[config.mk]
export PLATFORM = sky130hd
export DESIGN_NAME = rf_direct
export DESIGN_NICKNAME = d
export VERILOG_FILES = /design/src/rtl/rf_pkg.sv /design/src/rtl/rf_config_bank.sv /design/src/rtl/rf_direct.sv /design/src/rtl/rf_status_read.sv
export VERILOG_INCLUDE_DIRS = /design/src /design/src/rtl
export SDC_FILE = /design/constraint.sdc
export NUM_CORES = 2
export LEC_CHECK = 0
export BUFFER_PORTS_ARGS = -buffer_cell sky130_fd_sc_hd__buf_2
export CORE_AREA = 5 5 391 393
export CTS_CLUSTER_DIAMETER = 50
export DETAILED_ROUTE_END_ITERATION = 16
export DIE_AREA = 0 0 396 398
export PLACE_DENSITY = 0.43
export RECOVER_POWER = 50
export SETUP_SLACK_MARGIN = 0.1
export SKIP_CTS_REPAIR_TIMING = 1
export SYNTH_ARGS = -nofsm -noshare
export SYNTH_HDL_FRONTEND = slang
export SYNTH_SLANG_ARGS = --single-unit
[constraint.sdc]
create_clock -name i_clock -period 6.2 [get_ports i_clock]
set_clock_uncertainty 0.2 [all_clocks]
set_input_delay 0.31 -clock i_clock [delete_from_list [all_inputs] [get_ports i_clock]]
set_output_delay 0.31 -clock i_clock [all_outputs]
set_load 0.02 [all_outputs]
[src/rtl/rf_params.svh]
`ifndef RF_PARAMS_SVH
`define RF_PARAMS_SVH

// lane and module counts
`define RF_N_LANES              20
`define RF_N_PCS_MODULES        24
`define RF_N_CHNL_MODULES       4
`define RF_N_CONFIG_REGS        20      // slot 0 never written

// gpio word is {opcode, enable, data}
`define RF_NB_GPIO              32
`define RF_NB_OPCODE            7
`define RF_NB_CMD_DATA          24

// pcs status field widths
`define RF_NB_BER_CNT           20
`define RF_NB_BER_COMMON        27
`define RF_NB_LANE_ID           5
`define RF_NB_MASK              66

// channel config field widths
`define RF_NB_CHNL_MODE         4
`define RF_NB_CHNL_BURST        22
`define RF_NB_CHNL_PERIOD       22
`define RF_NB_CHNL_REPEAT       22
`define RF_NB_CHNL_SKEW         5

// write opcodes, also the slot index
`define RF_OP_PCS_CONTROL               1
`define RF_OP_PCS_ENABLE_MODULES        2
`define RF_OP_BLKSYNC_INVALID_SH        3
`define RF_OP_BLKSYNC_LOCKED_WIN        4
`define RF_OP_BLKSYNC_UNLOCKED_WIN      5
`define RF_OP_ALIGN_INVALID_THR         6
`define RF_OP_ALIGN_VALID_THR           7
`define RF_OP_ALIGN_MASK_LOW            8
`define RF_OP_ALIGN_MASK_MID            9
`define RF_OP_ALIGN_MASK_HIGH           10
`define RF_OP_CHNL_UPDATE               11
`define RF_OP_CHNL_START_SEQ            12
`define RF_OP_CHNL_BLOCK_SEL            13
`define RF_OP_CHNL_MODE                 14
`define RF_OP_CHNL_BURST                15
`define RF_OP_CHNL_PERIOD               16
`define RF_OP_CHNL_REPEAT               17
`define RF_OP_CHNL_LANE_SEL             18
`define RF_OP_CHNL_SKEW                 19

// read opcodes
`define RF_OP_STATUS                    40
`define RF_OP_HI_BER                    41
`define RF_OP_BLOCK_LOCK                42
`define RF_OP_ALIGN_LOCK                43
`define RF_OP_BERCNT_LANE0              44      // lane n at 44+n
`define RF_OP_BER_COMMON                64
`define RF_OP_ERR_BLOCKS                65
`define RF_OP_PATTERN_ERR               66
`define RF_OP_LANE_MAP_A                67      // word k at 67+k

`endif

[src/rtl/rf_pkg.sv]
`include "rf_params.svh"

package rf_pkg;

        // gpio command fields
        typedef logic [`RF_NB_OPCODE-1:0]       opcode_t;
        typedef logic [`RF_NB_CMD_DATA-1:0]     cmd_data_t;
        typedef logic [`RF_NB_GPIO-1:0]         gpio_word_t;

        // one bit per lane
        typedef logic [`RF_N_LANES-1:0]         lane_vec_t;

        // block sync and alignment limits
        typedef logic [19:0]                    threshold_t;

        // lane 0 sits in the top slice of both buses
        typedef logic [`RF_NB_BER_CNT*`RF_N_LANES-1:0]  ber_bus_t;
        typedef logic [`RF_NB_LANE_ID*`RF_N_LANES-1:0]  lane_id_bus_t;

        typedef logic [`RF_NB_MASK-1:0]         align_mask_t;
        typedef logic [`RF_N_PCS_MODULES-1:0]   pcs_enable_t;

endpackage

[src/rtl/rf_config_bank.sv]
`timescale 1ns/10ps
`include "rf_params.svh"

module rf_config_bank
(
        input  logic                            i_clock,
        input  logic                            i_reset,
        input  logic                            i_cmd_enable,
        input  rf_pkg::opcode_t                 i_cmd_opcode,
        input  rf_pkg::cmd_data_t               i_cmd_data,

        output logic                            o_soft_reset,
        output logic                            o_loopback,
        output logic                            o_tx_test_pattern,
        output logic                            o_rx_test_pattern,
        output rf_pkg::pcs_enable_t             o_enable_modules,

        output rf_pkg::threshold_t              o_blksync_invalid_sh_limit,
        output rf_pkg::threshold_t              o_blksync_locked_window,
        output rf_pkg::threshold_t              o_blksync_unlocked_window,
        output rf_pkg::threshold_t              o_align_invalid_thr,
        output rf_pkg::threshold_t              o_align_valid_thr,
        output rf_pkg::align_mask_t             o_align_mask,

        output rf_pkg::lane_vec_t               o_channel_select,
        output rf_pkg::lane_vec_t               o_channel_start_break,
        output logic [`RF_N_CHNL_MODULES-1:0]   o_channel_update,
        output logic [`RF_NB_CHNL_MODE-1:0]     o_channel_mode,
        output logic [`RF_NB_CHNL_BURST-1:0]    o_channel_burst,
        output logic [`RF_NB_CHNL_PERIOD-1:0]   o_channel_period,
        output logic [`RF_NB_CHNL_REPEAT-1:0]   o_channel_repeat,
        output logic [`RF_NB_CHNL_SKEW-1:0]     o_channel_skew
);

localparam NB_MEM_FLAT = (`RF_N_CONFIG_REGS - 1) * `RF_NB_CMD_DATA;

rf_pkg::cmd_data_t      config_mem [1:`RF_N_CONFIG_REGS-1];
logic                   wr_valid;
logic [NB_MEM_FLAT-1:0] mem_flat;
logic [NB_MEM_FLAT-1:0] wr_slot_bits;
logic [3*`RF_NB_CMD_DATA-1:0] mask_full;

// only 1..19 are writable slots
assign wr_valid = i_cmd_enable &&
                  (i_cmd_opcode >= `RF_OP_PCS_CONTROL) &&
                  (i_cmd_opcode <= `RF_OP_CHNL_SKEW);

always_ff @(posedge i_clock)
begin
        if (i_reset)
        begin
                for (int k = 1; k < `RF_N_CONFIG_REGS; k++)
                        config_mem[k] <= '0;
        end
        else if (wr_valid)
                config_mem[i_cmd_opcode] <= i_cmd_data;   // level enable, rewrites every cycle
end

// control bits share slot 1
assign o_soft_reset      = config_mem[`RF_OP_PCS_CONTROL][0];
assign o_loopback        = config_mem[`RF_OP_PCS_CONTROL][1];
assign o_tx_test_pattern = config_mem[`RF_OP_PCS_CONTROL][2];
assign o_rx_test_pattern = config_mem[`RF_OP_PCS_CONTROL][3];

assign o_enable_modules = rf_pkg::pcs_enable_t'(config_mem[`RF_OP_PCS_ENABLE_MODULES]);

assign o_blksync_invalid_sh_limit =
        rf_pkg::threshold_t'(config_mem[`RF_OP_BLKSYNC_INVALID_SH]);
assign o_blksync_locked_window =
        rf_pkg::threshold_t'(config_mem[`RF_OP_BLKSYNC_LOCKED_WIN]);
assign o_blksync_unlocked_window =
        rf_pkg::threshold_t'(config_mem[`RF_OP_BLKSYNC_UNLOCKED_WIN]);
assign o_align_invalid_thr = rf_pkg::threshold_t'(config_mem[`RF_OP_ALIGN_INVALID_THR]);
assign o_align_valid_thr   = rf_pkg::threshold_t'(config_mem[`RF_OP_ALIGN_VALID_THR]);

// mask built from three writes, top 6 bits of high word dropped
assign mask_full = {config_mem[`RF_OP_ALIGN_MASK_HIGH],
                    config_mem[`RF_OP_ALIGN_MASK_MID],
                    config_mem[`RF_OP_ALIGN_MASK_LOW]};
assign o_align_mask = mask_full[`RF_NB_MASK-1:0];

assign o_channel_select      = rf_pkg::lane_vec_t'(config_mem[`RF_OP_CHNL_LANE_SEL]);
assign o_channel_start_break = rf_pkg::lane_vec_t'(config_mem[`RF_OP_CHNL_START_SEQ]);
assign o_channel_update      = config_mem[`RF_OP_CHNL_UPDATE][`RF_N_CHNL_MODULES-1:0];
assign o_channel_mode        = config_mem[`RF_OP_CHNL_MODE][`RF_NB_CHNL_MODE-1:0];
assign o_channel_burst       = config_mem[`RF_OP_CHNL_BURST][`RF_NB_CHNL_BURST-1:0];
assign o_channel_period      = config_mem[`RF_OP_CHNL_PERIOD][`RF_NB_CHNL_PERIOD-1:0];
assign o_channel_repeat      = config_mem[`RF_OP_CHNL_REPEAT][`RF_NB_CHNL_REPEAT-1:0];
assign o_channel_skew        = config_mem[`RF_OP_CHNL_SKEW][`RF_NB_CHNL_SKEW-1:0];

// flat view of all slots, for the hold check
always_comb
begin
        for (int k = 1; k < `RF_N_CONFIG_REGS; k++)
                mem_flat[(k-1)*`RF_NB_CMD_DATA +: `RF_NB_CMD_DATA] = config_mem[k];
end

// bits of the one slot a write may touch
always_comb
begin
        wr_slot_bits = '0;
        if (wr_valid)
                wr_slot_bits[(i_cmd_opcode-1)*`RF_NB_CMD_DATA +: `RF_NB_CMD_DATA] = '1;
end

// storage only moves in the slot of a decoded write
a_mem_hold: assert property (
        @(posedge i_clock) disable iff (i_reset)
        ((mem_flat ^ $past(mem_flat)) & ~$past(wr_slot_bits)) == '0
);

endmodule

[src/rtl/rf_direct.sv]
`timescale 1ns/10ps
`include "rf_params.svh"

module rf_direct
(
        input  logic                            i_clock,
        input  logic                            i_reset,
        input  rf_pkg::gpio_word_t              i_gpio,

        input  rf_pkg::lane_vec_t               i_pcs_block_lock,
        input  rf_pkg::lane_vec_t               i_pcs_lane_aligned,
        input  logic                            i_pcs_all_deskew,
        input  logic                            i_pcs_all_reorder,
        input  rf_pkg::lane_vec_t               i_pcs_hi_ber,
        input  rf_pkg::ber_bus_t                i_pcs_ber_counter,
        input  logic [`RF_NB_BER_COMMON-1:0]    i_pcs_ber_common,
        input  rf_pkg::gpio_word_t              i_pcs_decoder_err,
        input  logic [15:0]                     i_pcs_pattern_err,
        input  rf_pkg::lane_id_bus_t            i_pcs_lane_ids,

        output rf_pkg::gpio_word_t              o_gpio,
        output logic                            o_soft_reset,
        output logic                            o_loopback,
        output logic                            o_tx_test_pattern,
        output logic                            o_rx_test_pattern,
        output rf_pkg::pcs_enable_t             o_enable_modules,

        output rf_pkg::threshold_t              o_blksync_invalid_sh_limit,
        output rf_pkg::threshold_t              o_blksync_locked_window,
        output rf_pkg::threshold_t              o_blksync_unlocked_window,
        output rf_pkg::threshold_t              o_align_invalid_thr,
        output rf_pkg::threshold_t              o_align_valid_thr,
        output rf_pkg::align_mask_t             o_align_mask,

        output rf_pkg::lane_vec_t               o_channel_select,      // one per lane
        output logic [`RF_N_CHNL_MODULES-1:0]   o_channel_update,
        output rf_pkg::lane_vec_t               o_channel_start_break, // one per lane
        output logic [`RF_NB_CHNL_MODE-1:0]     o_channel_mode,
        output logic [`RF_NB_CHNL_BURST-1:0]    o_channel_burst,
        output logic [`RF_NB_CHNL_PERIOD-1:0]   o_channel_period,
        output logic [`RF_NB_CHNL_REPEAT-1:0]   o_channel_repeat,
        output logic [`RF_NB_CHNL_SKEW-1:0]     o_channel_skew
);

rf_pkg::opcode_t        cmd_opcode;
logic                   cmd_enable;
rf_pkg::cmd_data_t      cmd_data;

// opcode on top, enable just above the data field
assign cmd_opcode = i_gpio[`RF_NB_GPIO-1 -: `RF_NB_OPCODE];
assign cmd_enable = i_gpio[`RF_NB_CMD_DATA];
assign cmd_data   = i_gpio[`RF_NB_CMD_DATA-1:0];

rf_config_bank u_config_bank
(
        .i_clock                        (i_clock),
        .i_reset                        (i_reset),
        .i_cmd_enable                   (cmd_enable),
        .i_cmd_opcode                   (cmd_opcode),
        .i_cmd_data                     (cmd_data),
        .o_soft_reset                   (o_soft_reset),
        .o_loopback                     (o_loopback),
        .o_tx_test_pattern              (o_tx_test_pattern),
        .o_rx_test_pattern              (o_rx_test_pattern),
        .o_enable_modules               (o_enable_modules),
        .o_blksync_invalid_sh_limit     (o_blksync_invalid_sh_limit),
        .o_blksync_locked_window        (o_blksync_locked_window),
        .o_blksync_unlocked_window      (o_blksync_unlocked_window),
        .o_align_invalid_thr            (o_align_invalid_thr),
        .o_align_valid_thr              (o_align_valid_thr),
        .o_align_mask                   (o_align_mask),
        .o_channel_select               (o_channel_select),
        .o_channel_start_break          (o_channel_start_break),
        .o_channel_update               (o_channel_update),
        .o_channel_mode                 (o_channel_mode),
        .o_channel_burst                (o_channel_burst),
        .o_channel_period               (o_channel_period),
        .o_channel_repeat               (o_channel_repeat),
        .o_channel_skew                 (o_channel_skew)
);

rf_status_read u_status_read
(
        .i_clock                        (i_clock),
        .i_reset                        (i_reset),
        .i_cmd_enable                   (cmd_enable),
        .i_cmd_opcode                   (cmd_opcode),
        .i_pcs_block_lock               (i_pcs_block_lock),
        .i_pcs_lane_aligned             (i_pcs_lane_aligned),
        .i_pcs_hi_ber                   (i_pcs_hi_ber),
        .i_pcs_all_deskew               (i_pcs_all_deskew),
        .i_pcs_all_reorder              (i_pcs_all_reorder),
        .i_pcs_ber_counter              (i_pcs_ber_counter),
        .i_pcs_ber_common               (i_pcs_ber_common),
        .i_pcs_decoder_err              (i_pcs_decoder_err),
        .i_pcs_pattern_err              (i_pcs_pattern_err),
        .i_pcs_lane_ids                 (i_pcs_lane_ids),
        .o_gpio                         (o_gpio)
);

endmodule

[src/rtl/rf_status_read.sv]
`timescale 1ns/10ps
`include "rf_params.svh"

module rf_status_read
(
        input  logic                            i_clock,
        input  logic                            i_reset,
        input  logic                            i_cmd_enable,
        input  rf_pkg::opcode_t                 i_cmd_opcode,

        input  rf_pkg::lane_vec_t               i_pcs_block_lock,
        input  rf_pkg::lane_vec_t               i_pcs_lane_aligned,
        input  rf_pkg::lane_vec_t               i_pcs_hi_ber,
        input  logic                            i_pcs_all_deskew,
        input  logic                            i_pcs_all_reorder,
        input  rf_pkg::ber_bus_t                i_pcs_ber_counter,
        input  logic [`RF_NB_BER_COMMON-1:0]    i_pcs_ber_common,
        input  rf_pkg::gpio_word_t              i_pcs_decoder_err,
        input  logic [15:0]                     i_pcs_pattern_err,
        input  rf_pkg::lane_id_bus_t            i_pcs_lane_ids,

        output rf_pkg::gpio_word_t              o_gpio
);

localparam LANES_PER_WORD = 4;
localparam NB_ID_BYTE     = 8;
localparam N_MAP_WORDS    = `RF_N_LANES / LANES_PER_WORD;

rf_pkg::gpio_word_t             gpio_q;
rf_pkg::gpio_word_t             gpio_next;
rf_pkg::gpio_word_t             lane_map_word;
rf_pkg::opcode_t                ber_lane;
rf_pkg::opcode_t                map_idx;
logic [`RF_NB_BER_CNT-1:0]      ber_lane_cnt;
logic [3:0]                     status_bits;

assign status_bits = {&i_pcs_block_lock, &i_pcs_lane_aligned,
                      i_pcs_all_deskew, i_pcs_all_reorder};

// lane and word index straight from the opcode
assign ber_lane = rf_pkg::opcode_t'(i_cmd_opcode - `RF_OP_BERCNT_LANE0);
assign map_idx  = rf_pkg::opcode_t'(i_cmd_opcode - `RF_OP_LANE_MAP_A);

assign ber_lane_cnt =
        i_pcs_ber_counter[`RF_NB_BER_CNT*(`RF_N_LANES - ber_lane) - 1 -: `RF_NB_BER_CNT];

// four ids per word, first lane in top byte
always_comb
begin
        lane_map_word = '0;
        for (int j = 0; j < LANES_PER_WORD; j++)
        begin
                lane_map_word[`RF_NB_GPIO - 1 - NB_ID_BYTE*j -: NB_ID_BYTE] =
                        NB_ID_BYTE'(i_pcs_lane_ids[`RF_NB_LANE_ID *
                        (`RF_N_LANES - LANES_PER_WORD*map_idx - j) - 1 -: `RF_NB_LANE_ID]);
        end
end

always_comb
begin
        gpio_next = gpio_q;     // writes and unknown opcodes keep last read
        case (i_cmd_opcode) inside
                `RF_OP_STATUS:
                        gpio_next = rf_pkg::gpio_word_t'(status_bits);
                `RF_OP_HI_BER:
                        gpio_next = rf_pkg::gpio_word_t'(i_pcs_hi_ber);
                `RF_OP_BLOCK_LOCK:
                        gpio_next = rf_pkg::gpio_word_t'(i_pcs_block_lock);
                `RF_OP_ALIGN_LOCK:
                        gpio_next = rf_pkg::gpio_word_t'(i_pcs_lane_aligned);
                [`RF_OP_BERCNT_LANE0 : `RF_OP_BERCNT_LANE0 + `RF_N_LANES - 1]:
                        gpio_next = rf_pkg::gpio_word_t'(ber_lane_cnt);
                `RF_OP_BER_COMMON:
                        gpio_next = rf_pkg::gpio_word_t'(i_pcs_ber_common);
                `RF_OP_ERR_BLOCKS:
                        gpio_next = i_pcs_decoder_err;
                `RF_OP_PATTERN_ERR:
                        gpio_next = rf_pkg::gpio_word_t'(i_pcs_pattern_err);
                [`RF_OP_LANE_MAP_A : `RF_OP_LANE_MAP_A + N_MAP_WORDS - 1]:
                        gpio_next = lane_map_word;
                default:
                        gpio_next = gpio_q;
        endcase
end

always_ff @(posedge i_clock)
begin
        if (i_reset)
                gpio_q <= '0;
        else if (i_cmd_enable)
                gpio_q <= gpio_next;
end

assign o_gpio = gpio_q;

// readback only moves on an enabled read opcode
a_gpio_hold: assert property (
        @(posedge i_clock) disable iff (i_reset)
        !(i_cmd_enable &&
          i_cmd_opcode inside {[`RF_OP_STATUS : `RF_OP_LANE_MAP_A + N_MAP_WORDS - 1]})
        |=> $stable(o_gpio)
);

endmodule

==> key figures <==
Detailed routing
  – Final wirelength: 226000 um
  – Avg WL per Cell: 37.1 um
  – Avg Vias per Cell: between 5 and 6
  – Post-route antenna net violation count: 0
  – 1st-iter DRT viols: 3880
  – DRC: 0
  – Met1 Routed Length: just over 90000 um
  – Drt pass-1 iters: 6
  – Total number of vias: between 30000 and 40000
  – Highest metal used: met5
  – Routed wl met3: 20700 um
  – Met2 wire length: between 100000 and 150000 um

Clock tree
  – Number of sinks driven by the clock tree: 345
  – CTS H-tree depth: 2
  – Clock-pin slew on the worst setup and hold paths: 0.05 ns
  – TritonCTS clock tree: yes
  – Clk Tree Root Cell: sky130_fd_sc_hd__clkbuf_16
  – Clock insertion delay at the later pin of the skew report: about 0.58 ns
  – Cts bufs inserted: 49
  – Longest Clk Path Bufs: 3

Yosys
  – Yosys top cell area share: 0.296
  – Async set-or-reset flop fraction in the synthesized netlist: 0
  – EDFF count, synth: between 300 and 400
  – Yosys warning total: 0
  – Flip-flop cell with the highest count after synthesis: sky130_fd_sc_hd__edfxtp_1
  – Count of state elements after synthesis: about 350
  – Commonest cells in the synthesized netlist: sky130_fd_sc_hd__mux4_2, sky130_fd_sc_hd__and2_1, sky130_fd_sc_hd__edfxtp_1
  – Instance count of the mapped netlist: 3107
  – Post-synthesis average cell area: 11.2 sq um
  – Largest cells by area after synthesis: sky130_fd_sc_hd__mux4_2, sky130_fd_sc_hd__edfxtp_1, sky130_fd_sc_hd__and2_1, sky130_fd_sc_hd__mux2i_1, sky130_fd_sc_hd__nor2_1
  – Most instantiated library cell after synthesis: sky130_fd_sc_hd__mux4_2
  – Post-synthesis cell area: 34800 sq um
  – Post-synth top area cell: sky130_fd_sc_hd__mux4_2
  – Library cells used by synthesis: 107
  – Syn_nets: 3820
  – Sequential element share of the synthesized area: 0.289

Setup path
  – Top cell family by delay on the critical path: compound AO/OA/AOI/OAI gates
  – Sort of element at the end of the critical path: flip-flop
  – Arrival time at the worst endpoint: approximately 6.2 ns
  – Maximum net fanout on the critical path: 17
  – Bufs and invs on worst path: 2
  – Maximum single-stage delay on the critical path: 0.98 ns
  – Most numerous cell on the critical path: sky130_fd_sc_hd__ha_1
  – Crit path max-delay cell type: sky130_fd_sc_hd__a2111oi_1
  – R2R cell count: 6
  – Critical path class: input port to flip-flop
  – Kind of start point of the critical path: input port
  – Number of cells on the critical path: 18
  – Worst EP required: approximately 6.5 ns
  – Crit path cell chain: buf_8 -> inv_4 -> ha_4 -> ha_1 -> xnor3_2 -> ha_1 -> nand2_1 -> xor2_1 -> fa_1 -> ha_1 -> a21oi_1 -> xnor2_1 -> o21ai_0 -> o211ai_1 -> a2111oi_1 -> o21ai_0 -> a31oi_1 -> o21a_1

Place
  – Placement-stage cell area: 42000 sq um
  – Final Wtd Congestion: 0.998
  – Number of buffers inserted by port buffering: 1015
  – Post-DP HPWL: 187000 um

Global routing
  – Antenna violations before repair: 169
  – Number of global-route vias before repair: 33700
  – Pin count of the biggest net entering global routing: roughly 160
  – Global-route congestion overflow total: 0
  – Global-route wire length before repair: 301000 um
  – Combined global-route utilization of all metal layers: 0.273

Die
  – Die Span X: 396 um
  – Number of top-level pins: 1016
  – Rows: 142
  – Height of the die: 398 um
  – Floorplan die area: 158000 sq um
  – Placeable core area: ~150000 sq um
  – Effective utilization at floorplan: 0.233

Power
  – Total Power: 12900 uW
  – Static Leakage: 0.0159 uW
  – Pwr Density: just under 300 nW/um^2
  – Peak VDD IR: 0.221 mV

Finish
  – Net total in the final layout: 4755
  – Area of the multi-input gates: 23200 sq um
  – Layout cell share with drive strength beyond 1: 0.359
  – Fin util: 0.293
  – Finished layout cell area: about 44000 sq um
  – Fill cell instance count of the final layout: 15900
  – Register cell area after layout: 10000 sq um
  – Layout overhead on the synthesized area: 25.4%

STA
  – Final worst hold slack: 0.00556 ns
  – Final worst path period share: 0.948
  – Finish-stage setup viols: 0
  – Count of endpoints failing hold in the final timing report: 0
  – RSZ-0062 raised after global routing: no
  – Max-slew headroom at the worst pin: 0.0846
  – Shortest clock period the worst path allows after layout: just under 6 ns
  – Fmax achieved: 170 MHz
  – Slew at the pin with the worst max-slew slack: 1.37 ns
  – Number of pins exceeding their max-slew limit in the final report: 0

Run status
  – Outcome: finished clean

Min path
  – Hold depth: 5
  – Class of the tightest hold or removal check: input port to flip-flop

Job
  – # Max-Cap Violations: 0
logic make-up after synthesis:
| group | after synthesis | synth area share |
|---|---|---|
| buffers and inverters | 329 | 0.0497 |
| muxes | 644 | 0.351 |
| adders and majority gates | 42 | 0.0160 |
| xor gates and xnor gates | 56 | 0.0168 |
| DFF | 345 | 0.289 |
| and+or+nand+nor | 1058 | 0.155 |
| AOI/OAI and AO/OA | 633 | 0.124 |
power breakdown:
| group | total (uW) | switching [uW] | internal, uW |
|---|---|---|---|
| combinational | 7370 | 4680 | 2680 |
| clock | 2830 | 1140 | 1690 |
| sequential | 2710 | 51.8 | 2650 |
| total | 12900 | 5870 | 7030 |
final timing paths:
check | start | end | slack [ns]
worst max-delay path | i_gpio[25] | u_status_read.o_gpio[10] | 0.32
worst min-delay path | i_pcs_all_deskew | u_status_read.o_gpio[1] | 0.006
worst max register to register | u_status_read.o_gpio[14] | u_status_read.o_gpio[14] | 4.17
worst min register to register | u_status_read.o_gpio[15] | u_status_read.o_gpio[15] | 0.25
worst min-delay path: cells and delay by family:
kind	cells	cell delay, ns
AOI/OAI and AO/OA	2	0.16
and+or+nand+nor	2	0.15
buffers and inverters	1	0.10
cells in the final DEF (no fill, tap or decap), types with 13 or more instances in the layout:
cell type                       Yosys  layout
sky130_fd_sc_hd__diode_2            0      67
sky130_fd_sc_hd__a211oi_1          31      31
sky130_fd_sc_hd__dlygate4sd3_1      0      25
sky130_fd_sc_hd__buf_4             56     134
sky130_fd_sc_hd__mux2i_1          147     147
sky130_fd_sc_hd__buf_2             77     669
sky130_fd_sc_hd__nor3_1            45      44
sky130_fd_sc_hd__and2_1           327     259
sky130_fd_sc_hd__o32ai_1           13      13
sky130_fd_sc_hd__and2_0             1      67
sky130_fd_sc_hd__and3_1            15      15
sky130_fd_sc_hd__or3_1             19      19
sky130_fd_sc_hd__xnor2_1           30      26
sky130_fd_sc_hd__ha_1              38      36
sky130_fd_sc_hd__nand4_1           19      19
sky130_fd_sc_hd__or2_2             24      24
sky130_fd_sc_hd__nand3_1           35      35
sky130_fd_sc_hd__clkbuf_16          0      49
sky130_fd_sc_hd__a221oi_1          23      23
sky130_fd_sc_hd__clkbuf_1         134     362
sky130_fd_sc_hd__a22oi_1           16      16
sky130_fd_sc_hd__o221ai_1          15      15
sky130_fd_sc_hd__mux2_2            40      40
sky130_fd_sc_hd__inv_1             19      18
sky130_fd_sc_hd__nand2b_1          13      13
sky130_fd_sc_hd__o21ai_0          133     133
sky130_fd_sc_hd__edfxtp_1         313     313
sky130_fd_sc_hd__a31oi_1           31      31
sky130_fd_sc_hd__o211ai_1          32      32
sky130_fd_sc_hd__nor2_1           287     281
sky130_fd_sc_hd__dfxtp_1           32      32
sky130_fd_sc_hd__o22ai_1           24      24
sky130_fd_sc_hd__nand2_1          219     218
sky130_fd_sc_hd__mux4_2           457     457
sky130_fd_sc_hd__a311oi_1          14      14
sky130_fd_sc_hd__a21oi_1          153     153
sky130_fd_sc_hd__xor2_1            19      18
per-layer routing:
metal | global-route usage | vias up
li1 | - | 14300
met1 | 0.364 | 18100
met2 | 0.443 | 2304
met3 | 0.0657 | 402
met4 | 0.0748 | 52
met5 | 0 | -
flip-flops by register name (all words and copies together) (netlist names):
register	count
u_config_bank.config_mem	313
u_status_read.o_gpio	32
per-stage QoR:
step                TNS [ns]  instances  setup WS (ns)
global route               0       6060          0.177
CTS                        0       5998          0.320
floorplan                  0       3107          0.114
finish                     0       6090          0.324
global placement      -0.336       5910         -0.336
detailed placement    -0.300       5910         -0.300
cell type report:
class                   instances  share of cell area
diodes                         67             0.00384
clock buffers                  57              0.0290
clock inverters                31             0.00872
inverters                      21             0.00195
multi-input cells            2433               0.531
flip-flops and latches        345               0.230
well taps                    1944              0.0557
repair buffers               1192               0.140
No activity file was read; power rests on OpenSTA's default activity.
